===== src/design/bnn_params.svh =====
`ifndef BNN_PARAMS_SVH
`define BNN_PARAMS_SVH

// Image geometry, one bit per pixel
`define IMG_BYTES 113
`define IMG_BITS (`IMG_BYTES * 8)

// Width of the buffer write pointer and byte count
`define BUF_PTR_BITS 7

// Output layer size
`define NUM_CLASSES 10

// Score holds up to 904 agreeing bits
`define SCORE_BITS 10

// Free-running counter, top bit drives the heartbeat pin
`define HEARTBEAT_BITS 12

// Opcodes in the upper nibble of the command byte
`define OP_LOAD 4'd1
`define OP_CLASSIFY 4'd2
`define OP_CLEAR 4'd3

`endif


===== src/design/bnn_pkg.sv =====
`default_nettype none

package bnn_pkg;

  // Command view of the first byte in a frame
  typedef struct packed {
    logic [3:0] opcode;
    // Lower nibble carries nothing
    logic [3:0] rsvd;
  } cmd_s;

  // Same received byte, read as a command or as 8 pixels
  typedef union packed {
    cmd_s       cmd;
    logic [7:0] pixels;
  } spi_byte_u;

  // Controller states
  typedef enum logic [2:0] {
    IDLE,
    CMD,
    LOAD,
    RUN,
    DONE
  } fsm_state_e;

  // Fill level of the image buffer
  typedef struct packed {
    logic       full;
    logic       empty;
    logic [6:0] count;
  } buf_status_s;

  // Winning class, valid pulses once per inference
  typedef struct packed {
    logic [3:0] class_idx;
    logic       valid;
  } class_result_s;

endpackage

`default_nettype wire


===== src/design/bnn_interface.sv =====
`timescale 1ns/10ps
`default_nettype none

`include "bnn_params.svh"

module bnn_interface (
  input  logic                    clk,
  input  logic                    rst_n,
  input  logic [`IMG_BITS-1:0]    img_in,
  input  logic                    img_buffer_full,
  input  logic                    bnn_start,
  output bnn_pkg::class_result_s  result
);

  logic busy;
  // Last class finished, result goes out next cycle
  logic done;
  logic [3:0] cls;
  logic [`BUF_PTR_BITS-1:0] byte_idx;
  logic [`SCORE_BITS-1:0] score;
  logic [`SCORE_BITS-1:0] score_sum;
  logic [`SCORE_BITS-1:0] best_score;
  logic [3:0] best_idx;
  logic [7:0] img_byte;
  logic [7:0] w_byte;
  logic last_byte;
  logic last_class;

  // Fixed weights, one bit set means +1
  function automatic logic [7:0] weight_byte(input logic [6:0] idx, input logic [3:0] c);
    logic [15:0] mix;
    mix = 16'(idx) * 16'd37 + 16'(c) * 16'd101;
    return mix[7:0] ^ 8'h5A;
  endfunction

  function automatic logic [3:0] popcount8(input logic [7:0] bits);
    logic [3:0] total;
    total = '0;
    for (int k = 0; k < 8; k++) begin
      total = total + 4'(bits[k]);
    end
    return total;
  endfunction

  assign img_byte   = img_in[{byte_idx, 3'b000} +: 8];
  assign w_byte     = weight_byte(byte_idx, cls);
  // XNOR counts pixels that agree with the weight sign
  assign score_sum  = score + `SCORE_BITS'(popcount8(~(img_byte ^ w_byte)));
  assign last_byte  = (byte_idx == `BUF_PTR_BITS'(`IMG_BYTES - 1));
  assign last_class = (cls == 4'(`NUM_CLASSES - 1));

  // Sequencer, one image byte per cycle
  always_ff @(posedge clk) begin
    if (!rst_n) begin
      busy <= 1'b0;
      done <= 1'b0;
    end else begin
      done <= 1'b0;
      if (!busy && bnn_start && img_buffer_full) begin
        busy <= 1'b1;
      end else if (busy && last_byte && last_class) begin
        busy <= 1'b0;
        done <= 1'b1;
      end
    end
  end

  // Counters and scores
  always_ff @(posedge clk) begin
    if (!busy && bnn_start && img_buffer_full) begin
      cls        <= '0;
      byte_idx   <= '0;
      score      <= '0;
      best_score <= '0;
      best_idx   <= '0;
    end else if (busy) begin
      if (last_byte) begin
        byte_idx <= '0;
        score    <= '0;
        cls      <= cls + 4'd1;
        // Strictly higher only, so the lower index keeps a tie
        if (score_sum > best_score) begin
          best_score <= score_sum;
          best_idx   <= cls;
        end
      end else begin
        byte_idx <= byte_idx + `BUF_PTR_BITS'(1);
        score    <= score_sum;
      end
    end
  end

  // Answer, valid for one cycle
  always_ff @(posedge clk) begin
    if (!rst_n) begin
      result.valid     <= 1'b0;
      result.class_idx <= '0;
    end else begin
      result.valid <= done;
      if (done) begin
        result.class_idx <= best_idx;
      end
    end
  end

endmodule

`default_nettype wire


===== src/design/controller_fsm.sv =====
`timescale 1ns/10ps
`default_nettype none

`include "bnn_params.svh"

module controller_fsm (
  input  logic                    clk,
  input  logic                    rst_n,
  input  logic                    spi_cs_n,
  input  logic                    spi_byte_valid,
  input  bnn_pkg::spi_byte_u      spi_rx_data,
  input  bnn_pkg::buf_status_s    status,
  input  bnn_pkg::class_result_s  result,
  output logic                    rx_enable,
  output logic                    byte_taken,
  output logic                    buffer_write_enable,
  output logic                    clear_buffer,
  output logic                    bnn_start,
  output logic                    send_image,
  output logic                    status_ready,
  output logic                    result_ready,
  output logic                    heartbeat,
  output logic [3:0]              result_out,
  output bnn_pkg::fsm_state_e     fsm_state
);

  bnn_pkg::fsm_state_e state, next_state;
  logic cs_sync1, cs_sync2, cs_last;
  logic cs_fall, cs_rise;
  logic take_byte;
  logic [3:0] opcode;
  logic write_d, clear_d, start_d, result_ready_d;
  logic [`HEARTBEAT_BITS-1:0] hb_cnt;

  // Frame edges, same sync depth as the SPI receiver
  assign cs_fall   = cs_last & ~cs_sync2;
  assign cs_rise   = ~cs_last & cs_sync2;
  // Skip the cycle where the take pulse is already out
  assign take_byte = spi_byte_valid & ~byte_taken;
  assign opcode    = spi_rx_data.cmd.opcode;

  always_comb begin
    next_state     = state;
    write_d        = 1'b0;
    clear_d        = 1'b0;
    start_d        = 1'b0;
    result_ready_d = result_ready;
    case (state)
      bnn_pkg::IDLE: begin
        if (cs_fall) begin
          next_state = bnn_pkg::CMD;
        end
      end
      bnn_pkg::CMD: begin
        if (take_byte) begin
          case (opcode)
            `OP_LOAD: begin
              next_state     = bnn_pkg::LOAD;
              result_ready_d = 1'b0;
            end
            `OP_CLASSIFY: begin
              // Partial image, command dropped
              if (status.full) begin
                next_state = bnn_pkg::RUN;
                start_d    = 1'b1;
              end else begin
                next_state = bnn_pkg::IDLE;
              end
            end
            `OP_CLEAR: begin
              next_state     = bnn_pkg::IDLE;
              clear_d        = 1'b1;
              result_ready_d = 1'b0;
            end
            default: next_state = bnn_pkg::IDLE;
          endcase
        end else if (cs_rise) begin
          next_state = bnn_pkg::IDLE;
        end
      end
      bnn_pkg::LOAD: begin
        // Extra bytes past a full image are taken and dropped
        if (take_byte && !status.full) begin
          write_d = 1'b1;
        end
        if (cs_rise) begin
          next_state = bnn_pkg::IDLE;
        end
      end
      bnn_pkg::RUN: begin
        // Runs to the end regardless of chip select
        if (result.valid) begin
          next_state     = bnn_pkg::DONE;
          result_ready_d = 1'b1;
        end
      end
      bnn_pkg::DONE: next_state = bnn_pkg::IDLE;
      default: next_state = bnn_pkg::IDLE;
    endcase
  end

  always_ff @(posedge clk) begin
    if (!rst_n) begin
      state               <= bnn_pkg::IDLE;
      cs_sync1            <= 1'b1;
      cs_sync2            <= 1'b1;
      cs_last             <= 1'b1;
      byte_taken          <= 1'b0;
      buffer_write_enable <= 1'b0;
      clear_buffer        <= 1'b0;
      bnn_start           <= 1'b0;
      rx_enable           <= 1'b1;
      status_ready        <= 1'b1;
      send_image          <= 1'b1;
      result_ready        <= 1'b0;
      result_out          <= '0;
      hb_cnt              <= '0;
    end else begin
      state               <= next_state;
      cs_sync1            <= spi_cs_n;
      cs_sync2            <= cs_sync1;
      cs_last             <= cs_sync2;
      // Bytes in any state are drained, stale data never reaches CMD
      byte_taken          <= take_byte;
      buffer_write_enable <= write_d;
      clear_buffer        <= clear_d;
      bnn_start           <= start_d;
      // Receiver frozen during inference
      rx_enable           <= (next_state != bnn_pkg::RUN);
      status_ready        <= (next_state == bnn_pkg::IDLE) || (next_state == bnn_pkg::DONE);
      send_image          <= (next_state == bnn_pkg::IDLE) && status.empty;
      result_ready        <= result_ready_d;
      if (state == bnn_pkg::RUN && result.valid) begin
        result_out <= result.class_idx;
      end
      hb_cnt <= hb_cnt + `HEARTBEAT_BITS'(1);
    end
  end

  assign heartbeat = hb_cnt[`HEARTBEAT_BITS-1];
  assign fsm_state = state;

endmodule

`default_nettype wire


===== src/design/image_buffer.sv =====
`timescale 1ns/10ps
`default_nettype none

`include "bnn_params.svh"

module image_buffer (
  input  logic                  clk,
  input  logic                  rst_n,
  input  logic                  clear_buffer,
  input  logic                  write_enable,
  input  bnn_pkg::spi_byte_u    data_in,
  output bnn_pkg::buf_status_s  status,
  output logic [`IMG_BITS-1:0]  img_out
);

  logic [7:0] mem [`IMG_BYTES];
  // Next free byte, doubles as the fill count
  logic [`BUF_PTR_BITS-1:0] wr_ptr;
  logic buf_full;

  assign buf_full = (wr_ptr == `BUF_PTR_BITS'(`IMG_BYTES));

  // Pointer stops at the image length
  always_ff @(posedge clk) begin
    if (!rst_n) begin
      wr_ptr <= '0;
    end else if (clear_buffer) begin
      wr_ptr <= '0;
    end else if (write_enable && !buf_full) begin
      wr_ptr <= wr_ptr + `BUF_PTR_BITS'(1);
    end
  end

  // Byte storage, wiped by clear
  always_ff @(posedge clk) begin
    if (clear_buffer) begin
      for (int i = 0; i < `IMG_BYTES; i++) begin
        mem[i] <= 8'h00;
      end
    end else if (write_enable && !buf_full) begin
      mem[wr_ptr] <= data_in.pixels;
    end
  end

  // Status follows the pointer register, one cycle after a write
  assign status.full  = buf_full;
  assign status.empty = (wr_ptr == '0);
  assign status.count = wr_ptr;

  // Byte 0 at the lowest bits
  always_comb begin
    for (int i = 0; i < `IMG_BYTES; i++) begin
      img_out[i*8 +: 8] = mem[i];
    end
  end

endmodule

`default_nettype wire


===== src/design/spi_peripheral.sv =====
`timescale 1ns/10ps
`default_nettype none

module spi_peripheral (
  input  logic                clk,
  input  logic                rst_n,
  input  logic                SCLK,
  input  logic                COPI,
  input  logic                spi_cs_n,
  input  logic                rx_enable,
  input  logic                byte_taken,
  output bnn_pkg::spi_byte_u  spi_rx_data,
  output logic                spi_byte_valid
);

  // Two-flop synchronizers for the three pins
  logic sclk_sync1, sclk_sync2, sclk_last;
  logic copi_sync1, copi_sync2;
  logic cs_sync1, cs_sync2;
  logic sclk_rise;
  logic shift_now;
  logic [2:0] bit_cnt;
  logic [7:0] shift_reg;
  logic [7:0] next_byte;

  // Rising SCLK seen after synchronization
  assign sclk_rise = sclk_sync2 & ~sclk_last;
  // Shift only inside a frame and while the FSM accepts data
  assign shift_now = sclk_rise & rx_enable & ~cs_sync2;
  // MSB first, new bit enters at the bottom
  assign next_byte = {shift_reg[6:0], copi_sync2};

  always_ff @(posedge clk) begin
    if (!rst_n) begin
      sclk_sync1 <= 1'b0;
      sclk_sync2 <= 1'b0;
      sclk_last  <= 1'b0;
      copi_sync1 <= 1'b0;
      copi_sync2 <= 1'b0;
      // Chip select idles high
      cs_sync1   <= 1'b1;
      cs_sync2   <= 1'b1;
    end else begin
      sclk_sync1 <= SCLK;
      sclk_sync2 <= sclk_sync1;
      sclk_last  <= sclk_sync2;
      copi_sync1 <= COPI;
      copi_sync2 <= copi_sync1;
      cs_sync1   <= spi_cs_n;
      cs_sync2   <= cs_sync1;
    end
  end

  // Bit counter and valid flag
  always_ff @(posedge clk) begin
    if (!rst_n) begin
      bit_cnt        <= '0;
      spi_byte_valid <= 1'b0;
    end else begin
      if (byte_taken) begin
        spi_byte_valid <= 1'b0;
      end
      if (cs_sync2) begin
        // Partial byte dropped between frames
        bit_cnt <= '0;
      end else if (shift_now) begin
        bit_cnt <= bit_cnt + 3'd1;
        // Set wins over a take in the same cycle
        if (bit_cnt == 3'd7) begin
          spi_byte_valid <= 1'b1;
        end
      end
    end
  end

  // Shift register and holding register
  always_ff @(posedge clk) begin
    if (shift_now) begin
      shift_reg <= next_byte;
      if (bit_cnt == 3'd7) begin
        spi_rx_data.pixels <= next_byte;
      end
    end
  end

endmodule

`default_nettype wire


===== src/design/system_controller.sv =====
`timescale 1ns/10ps
`default_nettype none

`include "bnn_params.svh"

module system_controller (
  input  logic       clk,
  input  logic       rst_n,
  // SPI pins
  input  logic       SCLK,
  input  logic       COPI,
  input  logic       spi_cs_n,
  // Class index of the last inference
  output logic [3:0] result_out,
  // Status pins
  output logic       result_ready,
  output logic       send_image,
  output logic       status_ready,
  output logic       heartbeat
);

  // SPI receiver to controller
  bnn_pkg::spi_byte_u     spi_rx_data;
  logic                   spi_byte_valid;
  logic                   byte_taken;
  logic                   rx_enable;
  // Controller to buffer
  logic                   buffer_write_enable;
  logic                   clear_buffer;
  bnn_pkg::buf_status_s   buf_status;
  // Buffer to core
  logic [`IMG_BITS-1:0]   image_flat;
  // Core handshake
  logic                   bnn_start;
  bnn_pkg::class_result_s class_result;
  // Observed by the bound checks only
  bnn_pkg::fsm_state_e    fsm_state;

  controller_fsm u_controller_fsm (
    .clk                 (clk),
    .rst_n               (rst_n),
    .spi_cs_n            (spi_cs_n),
    .spi_byte_valid      (spi_byte_valid),
    .spi_rx_data         (spi_rx_data),
    .status              (buf_status),
    .result              (class_result),
    .rx_enable           (rx_enable),
    .byte_taken          (byte_taken),
    .buffer_write_enable (buffer_write_enable),
    .clear_buffer        (clear_buffer),
    .bnn_start           (bnn_start),
    .send_image          (send_image),
    .status_ready        (status_ready),
    .result_ready        (result_ready),
    .heartbeat           (heartbeat),
    .result_out          (result_out),
    .fsm_state           (fsm_state)
  );

  spi_peripheral u_spi_peripheral (
    .clk            (clk),
    .rst_n          (rst_n),
    .SCLK           (SCLK),
    .COPI           (COPI),
    .spi_cs_n       (spi_cs_n),
    .rx_enable      (rx_enable),
    .byte_taken     (byte_taken),
    .spi_rx_data    (spi_rx_data),
    .spi_byte_valid (spi_byte_valid)
  );

  image_buffer u_image_buffer (
    .clk          (clk),
    .rst_n        (rst_n),
    .clear_buffer (clear_buffer),
    .write_enable (buffer_write_enable),
    .data_in      (spi_rx_data),
    .status       (buf_status),
    .img_out      (image_flat)
  );

  bnn_interface u_bnn_interface (
    .clk             (clk),
    .rst_n           (rst_n),
    .img_in          (image_flat),
    .img_buffer_full (buf_status.full),
    .bnn_start       (bnn_start),
    .result          (class_result)
  );

endmodule

`default_nettype wire


===== config.mk =====
export PLATFORM = sky130hd
export DESIGN_NAME = system_controller
export DESIGN_NICKNAME = d
export VERILOG_FILES = /design/src/design/bnn_pkg.sv /design/src/design/bnn_interface.sv /design/src/design/controller_fsm.sv /design/src/design/image_buffer.sv /design/src/design/spi_peripheral.sv /design/src/design/system_controller.sv
export VERILOG_INCLUDE_DIRS = /design/src /design/src/design
export SDC_FILE = /design/constraint.sdc
export NUM_CORES = 2
export LEC_CHECK = 0
export BUFFER_PORTS_ARGS = -buffer_cell sky130_fd_sc_hd__buf_2
export CAP_MARGIN = 20
export CORE_ASPECT_RATIO = 1.4
export CORE_MARGIN = 2
export CORE_UTILIZATION = 60
export DETAILED_ROUTE_END_ITERATION = 8
export PLACE_DENSITY = 0.76
export SLEW_MARGIN = 20
export SYNTH_ARGS = -nofsm -noshare
export SYNTH_HDL_FRONTEND = slang
export SYNTH_SLANG_ARGS = --single-unit
export TNS_END_PERCENT = 100

===== constraint.sdc =====
create_clock -name clk -period 9.75 [get_ports clk]
set_input_delay 0.4875 -clock clk [delete_from_list [all_inputs] [get_ports clk]]
set_output_delay 0.4875 -clock clk [all_outputs]
set_load 0.05 [all_outputs]

### After elaboration in Yosys (flattened, before gate mapping)

Memories as Yosys holds them, arrays and structs flattened.
Index checks and enable logic that the tools add are counted.

| cells by class | value |
|---|---|
| add/subtract/negate cells | 14 |
| $mul | 2 |
| order comparisons | 1 |
| eq/ne operators | 15 |
| shifts and indexed selects | 1 |
| muxes and demuxes | 31 |
| bitwise logic cells | 14 |
| reductions and logical operators | 28 |

Operators with widths:

| kind | number |
|---|---|
| $shiftx 904x11->8 | 1 |
| $add 4x1->4 | 6 |
| $mux 1 | 19 |
| $add 7x1->7 const B | 2 |
| $eq 7x7->1 const B | 2 |
| $mux 7 | 2 |
| $add 12x1->12 const B | 1 |
| $mux 3 | 4 |
| $pmux 3 s4 | 1 |
| $add 10x4->10 | 1 |
| $gt 10x10->1 | 1 |
| $mux 10 | 1 |
| $add 8x8->8 | 1 |
| $eq 4x2->1 const B | 2 |
| $logic_and 1x1->1 | 8 |
| $mul 4x7->8 const B | 1 |
| $mul 7x6->8 const B | 1 |
| $mux 8 | 1 |
| $not 8->8 | 1 |
| $reduce_and 4->1 | 2 |
| $reduce_or 2->1 | 4 |
| $reduce_or 8->1 | 1 |
| $xor 8x8->8 | 1 |
| $logic_not 7->1 | 1 |
| 23 further kinds | 41 |

| word-level totals | value |
|---|---|
| flip-flop bits (word level) | 103 |
| RAM bits | 904 |
| input port bits | 5 |
| memories kept | 1 |

Memory list:

| memory | words | bits a word | read ports | clocked after memory_dff | write ports | RTL line | RTL |
|---|---|---|---|---|---|---|---|
| u_image_buffer.mem | 113 | 8 | 113 | 0 | 113 | image_buffer.sv:16 | `` logic [7:0] mem [`IMG_BYTES]; `` |

### Longest topological paths before layout

| logic depth | value |
|---|---|
| word-level depth | 15 |
| gate-level depth with buffers | 36 |

### By module

From an unflattened synthesis, not the netlist that was laid out.

| unflattened totals | value |
|---|---|
| cells, all modules | 3523 |
| area, all modules | 46135.5 um^2 |

Modules (own cells, without submodules):

| module | times used | cells each | area each (um^2) | seq. area each (um^2) |
|---|---|---|---|---|
| image_buffer | 1 | 2366 | 33681.1 | 27286.2 |
| bnn_interface | 1 | 981 | 10392.5 | 840.8 |
| controller_fsm | 1 | 126 | 1199.9 | 600.6 |
| spi_peripheral | 1 | 50 | 862.1 | 670.6 |

### Worst setup path before layout

No wires, ideal clock.

| timing | value |
|---|---|
| kind | register to register |
| start | register u_bnn_interface.byte_idx[1] |
| end | register u_bnn_interface.best_idx[3] |
| setup time | 0.128 ns |
| arrival time | 7.191 ns |
| required time | 9.622 ns |
| slack | 2.431 ns |
| cell stages (with the launch flop) | 35 |
| buffers on the path | 4 |
| period minus slack after synthesis | 7.319 ns |
| cells stage by stage | dfxtp_1 -> buf_4 -> buf_6 -> buf_2 -> inv_1 -> fa_1 -> inv_1 -> ha_1 -> ha_1 -> ha_1 -> a21oi_1 -> xnor2_1 -> xnor2_1 -> fa_1 -> inv_1 -> fa_1 -> fa_1 -> inv_1 -> fa_1 -> inv_1 -> ha_1 -> a21o_1 -> a21o_1 -> a21oi_1 -> nor3_1 -> xor2_1 -> ha_1 -> nand4_1 -> nor2_1 -> a21oi_1 -> o211ai_1 -> nand3_1 -> buf_2 -> mux2i_1 -> nor2_1 |

| on the way | value |
|---|---|
| longest elaborated chain between the ends | 15 |
| elaborated cells on any way between the ends | 17 |
| those cells by class | add/sub (9); mul (1); order compare (1); eq/ne (1); shift (1); bitwise (3); reduce/logical (1) |

RTL lines:

| item | RTL line | RTL |
|---|---|---|
| start: declaration | bnn_interface.sv:19 | `` logic [`BUF_PTR_BITS-1:0] byte_idx; `` |
| start signal: assignment | bnn_interface.sv:87 | `` byte_idx <= byte_idx + `BUF_PTR_BITS'(1); `` |
| $mul 7x6->8 | bnn_interface.sv:32 | `mix = 16'(idx) * 16'd37 + 16'(c) * 16'd101;` |
| $add 8x8->8 | bnn_interface.sv:32 |  |
| $not 4->4 (no source line) | n/a |  |
| $xor 8x8->8 * | bnn_interface.sv:48 | `` assign score_sum = score + `SCORE_BITS'(popcount8(~(img_byte ^ w_byte))); `` |
| $not 8->8 * | bnn_interface.sv:48 |  |
| $add 1x1->2 | bnn_interface.sv:40 | `total = total + 4'(bits[k]);` |
| $add 4x1->4 (5 in a row) | bnn_interface.sv:40 |  |
| $add 4x1->4 * | bnn_interface.sv:40 |  |
| $add 10x4->10 * | bnn_interface.sv:48 |  |
| via u_bnn_interface.score_sum[9] | bnn_interface.sv:21 | `` logic [`SCORE_BITS-1:0] score_sum; `` |
| $gt 10x10->1 * | bnn_interface.sv:82 | `if (score_sum > best_score) begin` |
| $reduce_and 3->1 (no source line) * | n/a |  |
| end signal: assignment | bnn_interface.sv:84 | `best_idx <= cls;` |
| end: declaration | bnn_interface.sv:23 | `logic [3:0] best_idx;` |

Mark *: on every way through the listed nets, which the timed path passes. The rest lies on a longest branch.
A chain may end at the register's enable or synchronous reset.

### Worst setup path after layout

| timing | value |
|---|---|
| start | register u_bnn_interface.byte_idx[0] |
| end | register u_bnn_interface.best_score[3] |

| on the way | value |
|---|---|
| longest elaborated chain between the ends | 15 |
| elaborated cells on any way between the ends | 17 |
| those cells by class | add/sub (9); mul (1); order compare (1); eq/ne (1); shift (1); bitwise (3); reduce/logical (1) |

RTL lines:

| item | RTL line | RTL |
|---|---|---|
| $mul 7x6->8 | bnn_interface.sv:32 |  |
| $add 8x8->8 | bnn_interface.sv:32 |  |
| $not 4->4 (no source line) | n/a |  |
| $xor 8x8->8 * | bnn_interface.sv:48 |  |
| $not 8->8 * | bnn_interface.sv:48 |  |
| $add 1x1->2 | bnn_interface.sv:40 |  |
| $add 4x1->4 (5 in a row) | bnn_interface.sv:40 |  |
| $add 4x1->4 * | bnn_interface.sv:40 |  |
| $add 10x4->10 * | bnn_interface.sv:48 |  |
| via u_bnn_interface.score_sum[7] | bnn_interface.sv:21 |  |
| $gt 10x10->1 * | bnn_interface.sv:82 |  |
| $reduce_and 3->1 (no source line) * | n/a |  |
| end signal: assignment | bnn_interface.sv:83 | `best_score <= score_sum;` |
| end: declaration | bnn_interface.sv:22 | `` logic [`SCORE_BITS-1:0] best_score; `` |

Marks and branches as above.

==> impl_metrics.tcl <==
set metrics [dict create \
    busiest_layer "met2" \
    p_sw_share_pct 19.8 \
    vias_per_cell 6.31 \
    max_clock_freq_ghz 0.115 \
    final_common_cell "edfxtp_1" \
    crit_fanout 28 \
    drtAntennaViolNets 0 \
    finish.utilization_pct 65.9 \
    antenna_found_initial 4 \
    worst_ep_arrival_time_ns 9.27 \
    post_cts_buffers 0 \
    std_cell_rows 121 \
    clock_sinks 1007 \
    critical_path_depth 31 \
    worstSetupStartpointType "flop" \
    p_comb_share_pct 0.2 \
    syn_nets 3493 \
    met3_usage_pct 5.35 \
    synth_edf_count 919 \
    r2r_slack_ns 1.03 \
    clkTransAtPathRegs_ns 0.07 \
    grt_max_degree 94 \
    setup_tns_ns 0 \
    max_cap_violations 0 \
    port_buffers 12 \
    cts-root-buf "clkbuf_16" \
    fill_cells 5432 \
    cts_resized 0 \
    grt_use_total_pct 31.0 \
    clock_path_buffers 3 \
    die_x_microns 241 \
    syn-cell-area_sq_um 47400 \
    grt_util_met1_pct 37.8 \
    ctsHoldBuffers 2 \
    internal_power_w 0.00668 \
    power.switching_w 0.00165 \
    gp_congestion 0.932 \
    cp.buffers_inverters 6 \
    holdPathStages 2 \
    postRouteWirelength_mm 123 \
    critPathLaunch "u_bnn_interface.byte_idx[0]$_SDFFE_PP0P_" \
    die-area_sq_um 81200 \
    start_util_pct 60.7 \
    finalCritPeriodShare_pct 89.5 \
    design_area_sq_um 51400 \
    numCtsBuffers 93 \
    dr.pass1.iters 5 \
    total_power_w 0.00833 \
    multi_input_area_sq_um 16700 \
    final_nets 3440 \
    end_kind "flop" \
    ys_async_sr_fraction_pct 0 \
    rsz0062_at_grt "false" \
    fin_ws_ns 1.03 \
    largest_reg_flops 904 \
    dp_hpwl_mm 81.7 \
    critPathMaxStageDelay_ns 0.82 \
    regArea_sq_um 29400 \
    syn_area_per_cell_sq_um 13.8 \
    ys_seq_area_share_pct 62.0 \
    tightest_slew_ns 1.23 \
    antennaDiodeCount 0 \
    min_period_ns 8.72 \
    finalHoldViolations 0 \
    worstReg2RegEnd "u_bnn_interface.best_score[3]$_SDFFE_PP0P_" \
    grt_use_met2_pct 52.8 \
    dominantRegCellSynth "edfxtp_1" \
    grt_pass1_wl_mm 183 \
    critical_path_class "reg2reg" \
    pwr-share-clk_pct 44.1 \
    pre_cts_ws_ns 1.14 \
    ios 13 \
    status "finished, final reports clean" \
    slew_headroom_pct 17.6 \
    ff2ff_path_depth 31 \
    clkLatencyLatePin_ns 0.70 \
    drt_iter0_markers 2919 \
    largestRegisters "u_image_buffer.mem: 904 flops, u_controller_fsm.hb_cnt: 12 flops" \
    yosys.cell_types.count 66 \
    htreeDepth 3 \
    maxSlewViolCount 0 \
    vias 28400 \
    fin_worst_skew_ns 0.0406 \
    syn_inst 3425 \
    ys_ff_latch 1007 \
    layout_common_cells "edfxtp_1 (919), and2_1 (886), nor2_1 (211)" \
    drc 0 \
    cp.required_ns 10.29 \
    tritoncts "yes" \
    worst_path_max_delay_cell "dfxtp_4" \
    placed_area_sq_um 48300 \
    cpLargestDelayFamily "adder cells" \
    core_area_sq_um 78000 \
    top_register "u_image_buffer.mem" \
    grt_pass1_vias 29000 \
    wl_per_cell_microns 27.3 \
    yosys_warnings 0 \
    hold_class "in2reg" \
    p_per_area_nw_per_um2 162 \
    setup_viol 0 \
    drive_gt1_share_pct 15.8 \
    area_growth_syn_to_layout_pct 8.48 \
    ir_drop_mv 0.158 \
    grt_overflow 0 \
    crit_end "u_bnn_interface.best_score[3]$_SDFFE_PP0P_" \
    p_leak_nw 19.6 \
    r2r_start "u_bnn_interface.byte_idx[0]$_SDFFE_PP0P_" \
    fp.dieH_microns 336 \
    seqPwrFrac_pct 55.7 \
]
-- stage by stage --
step | hold slack, ns | instances
6_report | 0.0422 | 4497
5_1_grt | 0.0298 | 4497
4_1_cts | 0.0126 | 4497
3_5_place_dp | 0.399 | 4320
3_3_place_gp | 0.388 | 4319
2_1_floorplan | 0.386 | 3425
-- routing by layer --
layer,share of wire (%),vias up
li1,-,12300
met1,36,14300
met2,51,1401
met3,7.8,367
met4,6.0,6
met5,0.028,-
-- power groups by stage --
stage               combinational, W  clock, W  sequential [W]
finish                     0.0000149   0.00367         0.00464
global route               0.0000165   0.00384         0.00464
CTS                        0.0000149   0.00369         0.00464
detailed placement         0.0000140         0         0.00473
global placement           0.0000135         0         0.00473
floorplan                 0.00000860         0         0.00474
-- cell families after synthesis --
kind of cell | count (synthesis) | synth area share [%]
multiplexers | 316 | 11.3
XOR/XNOR | 53 | 0.980
buffers and inverters | 291 | 2.78
adder cells (fa/ha/maj) | 63 | 1.85
AO/OA/AOI/OAI | 223 | 3.34
flip-flops | 1007 | 62.0
AND/OR/NAND/NOR | 1472 | 17.7
-- worst min-delay path by stage --
stage / from / endpoint
floorplan: u_spi_peripheral.cs_sync1$_SDFF_PN1_ / u_spi_peripheral.cs_sync2$_SDFF_PN1_
global placement: u_spi_peripheral.cs_sync1$_SDFF_PN1_ / u_spi_peripheral.cs_sync2$_SDFF_PN1_
detailed placement: u_spi_peripheral.cs_sync1$_SDFF_PN1_ / u_spi_peripheral.cs_sync2$_SDFF_PN1_
CTS: COPI / u_spi_peripheral.copi_sync1$_SDFF_PN0_
global route: COPI / u_spi_peripheral.copi_sync1$_SDFF_PN0_
finish: COPI / u_spi_peripheral.copi_sync1$_SDFF_PN0_
-- final cells by class --
cell class | count | area share, %
flip-flops and latches | 1007 | 57.2
multi-input cells | 2127 | 32.5
clock buffers | 115 | 4.90
well taps | 1045 | 2.55
repair buffers | 87 | 1.41
clock inverters | 60 | 1.04
inverters | 56 | 0.409
-- synth_stat cells (10+ instances only) --
master | number | area (sq um)
nand2_1 | 108 | 405
buf_6 | 15 | 169
a21oi_1 | 50 | 250
and3_1 | 38 | 238
dfxtp_1 | 88 | 1760
mux4_2 | 175 | 3940
buf_4 | 20 | 150
mux2_2 | 11 | 124
xor2_1 | 22 | 193
o22ai_1 | 23 | 144
nor3_1 | 20 | 100
or2_2 | 110 | 688
a21o_1 | 12 | 90.1
inv_1 | 53 | 199
ha_1 | 51 | 638
nand3_1 | 35 | 175
and2_1 | 886 | 5540
mux2i_1 | 126 | 1260
xnor2_1 | 31 | 272
clkbuf_1 | 163 | 612
a22oi_1 | 14 | 105
nand2b_1 | 10 | 62.6
buf_2 | 31 | 155
a211oi_1 | 34 | 255
fa_1 | 12 | 240
o221ai_1 | 18 | 158
edfxtp_1 | 919 | 27600
nor2_1 | 211 | 792
nor2b_1 | 20 | 125
No activity file was read; power rests on OpenSTA's default activity.
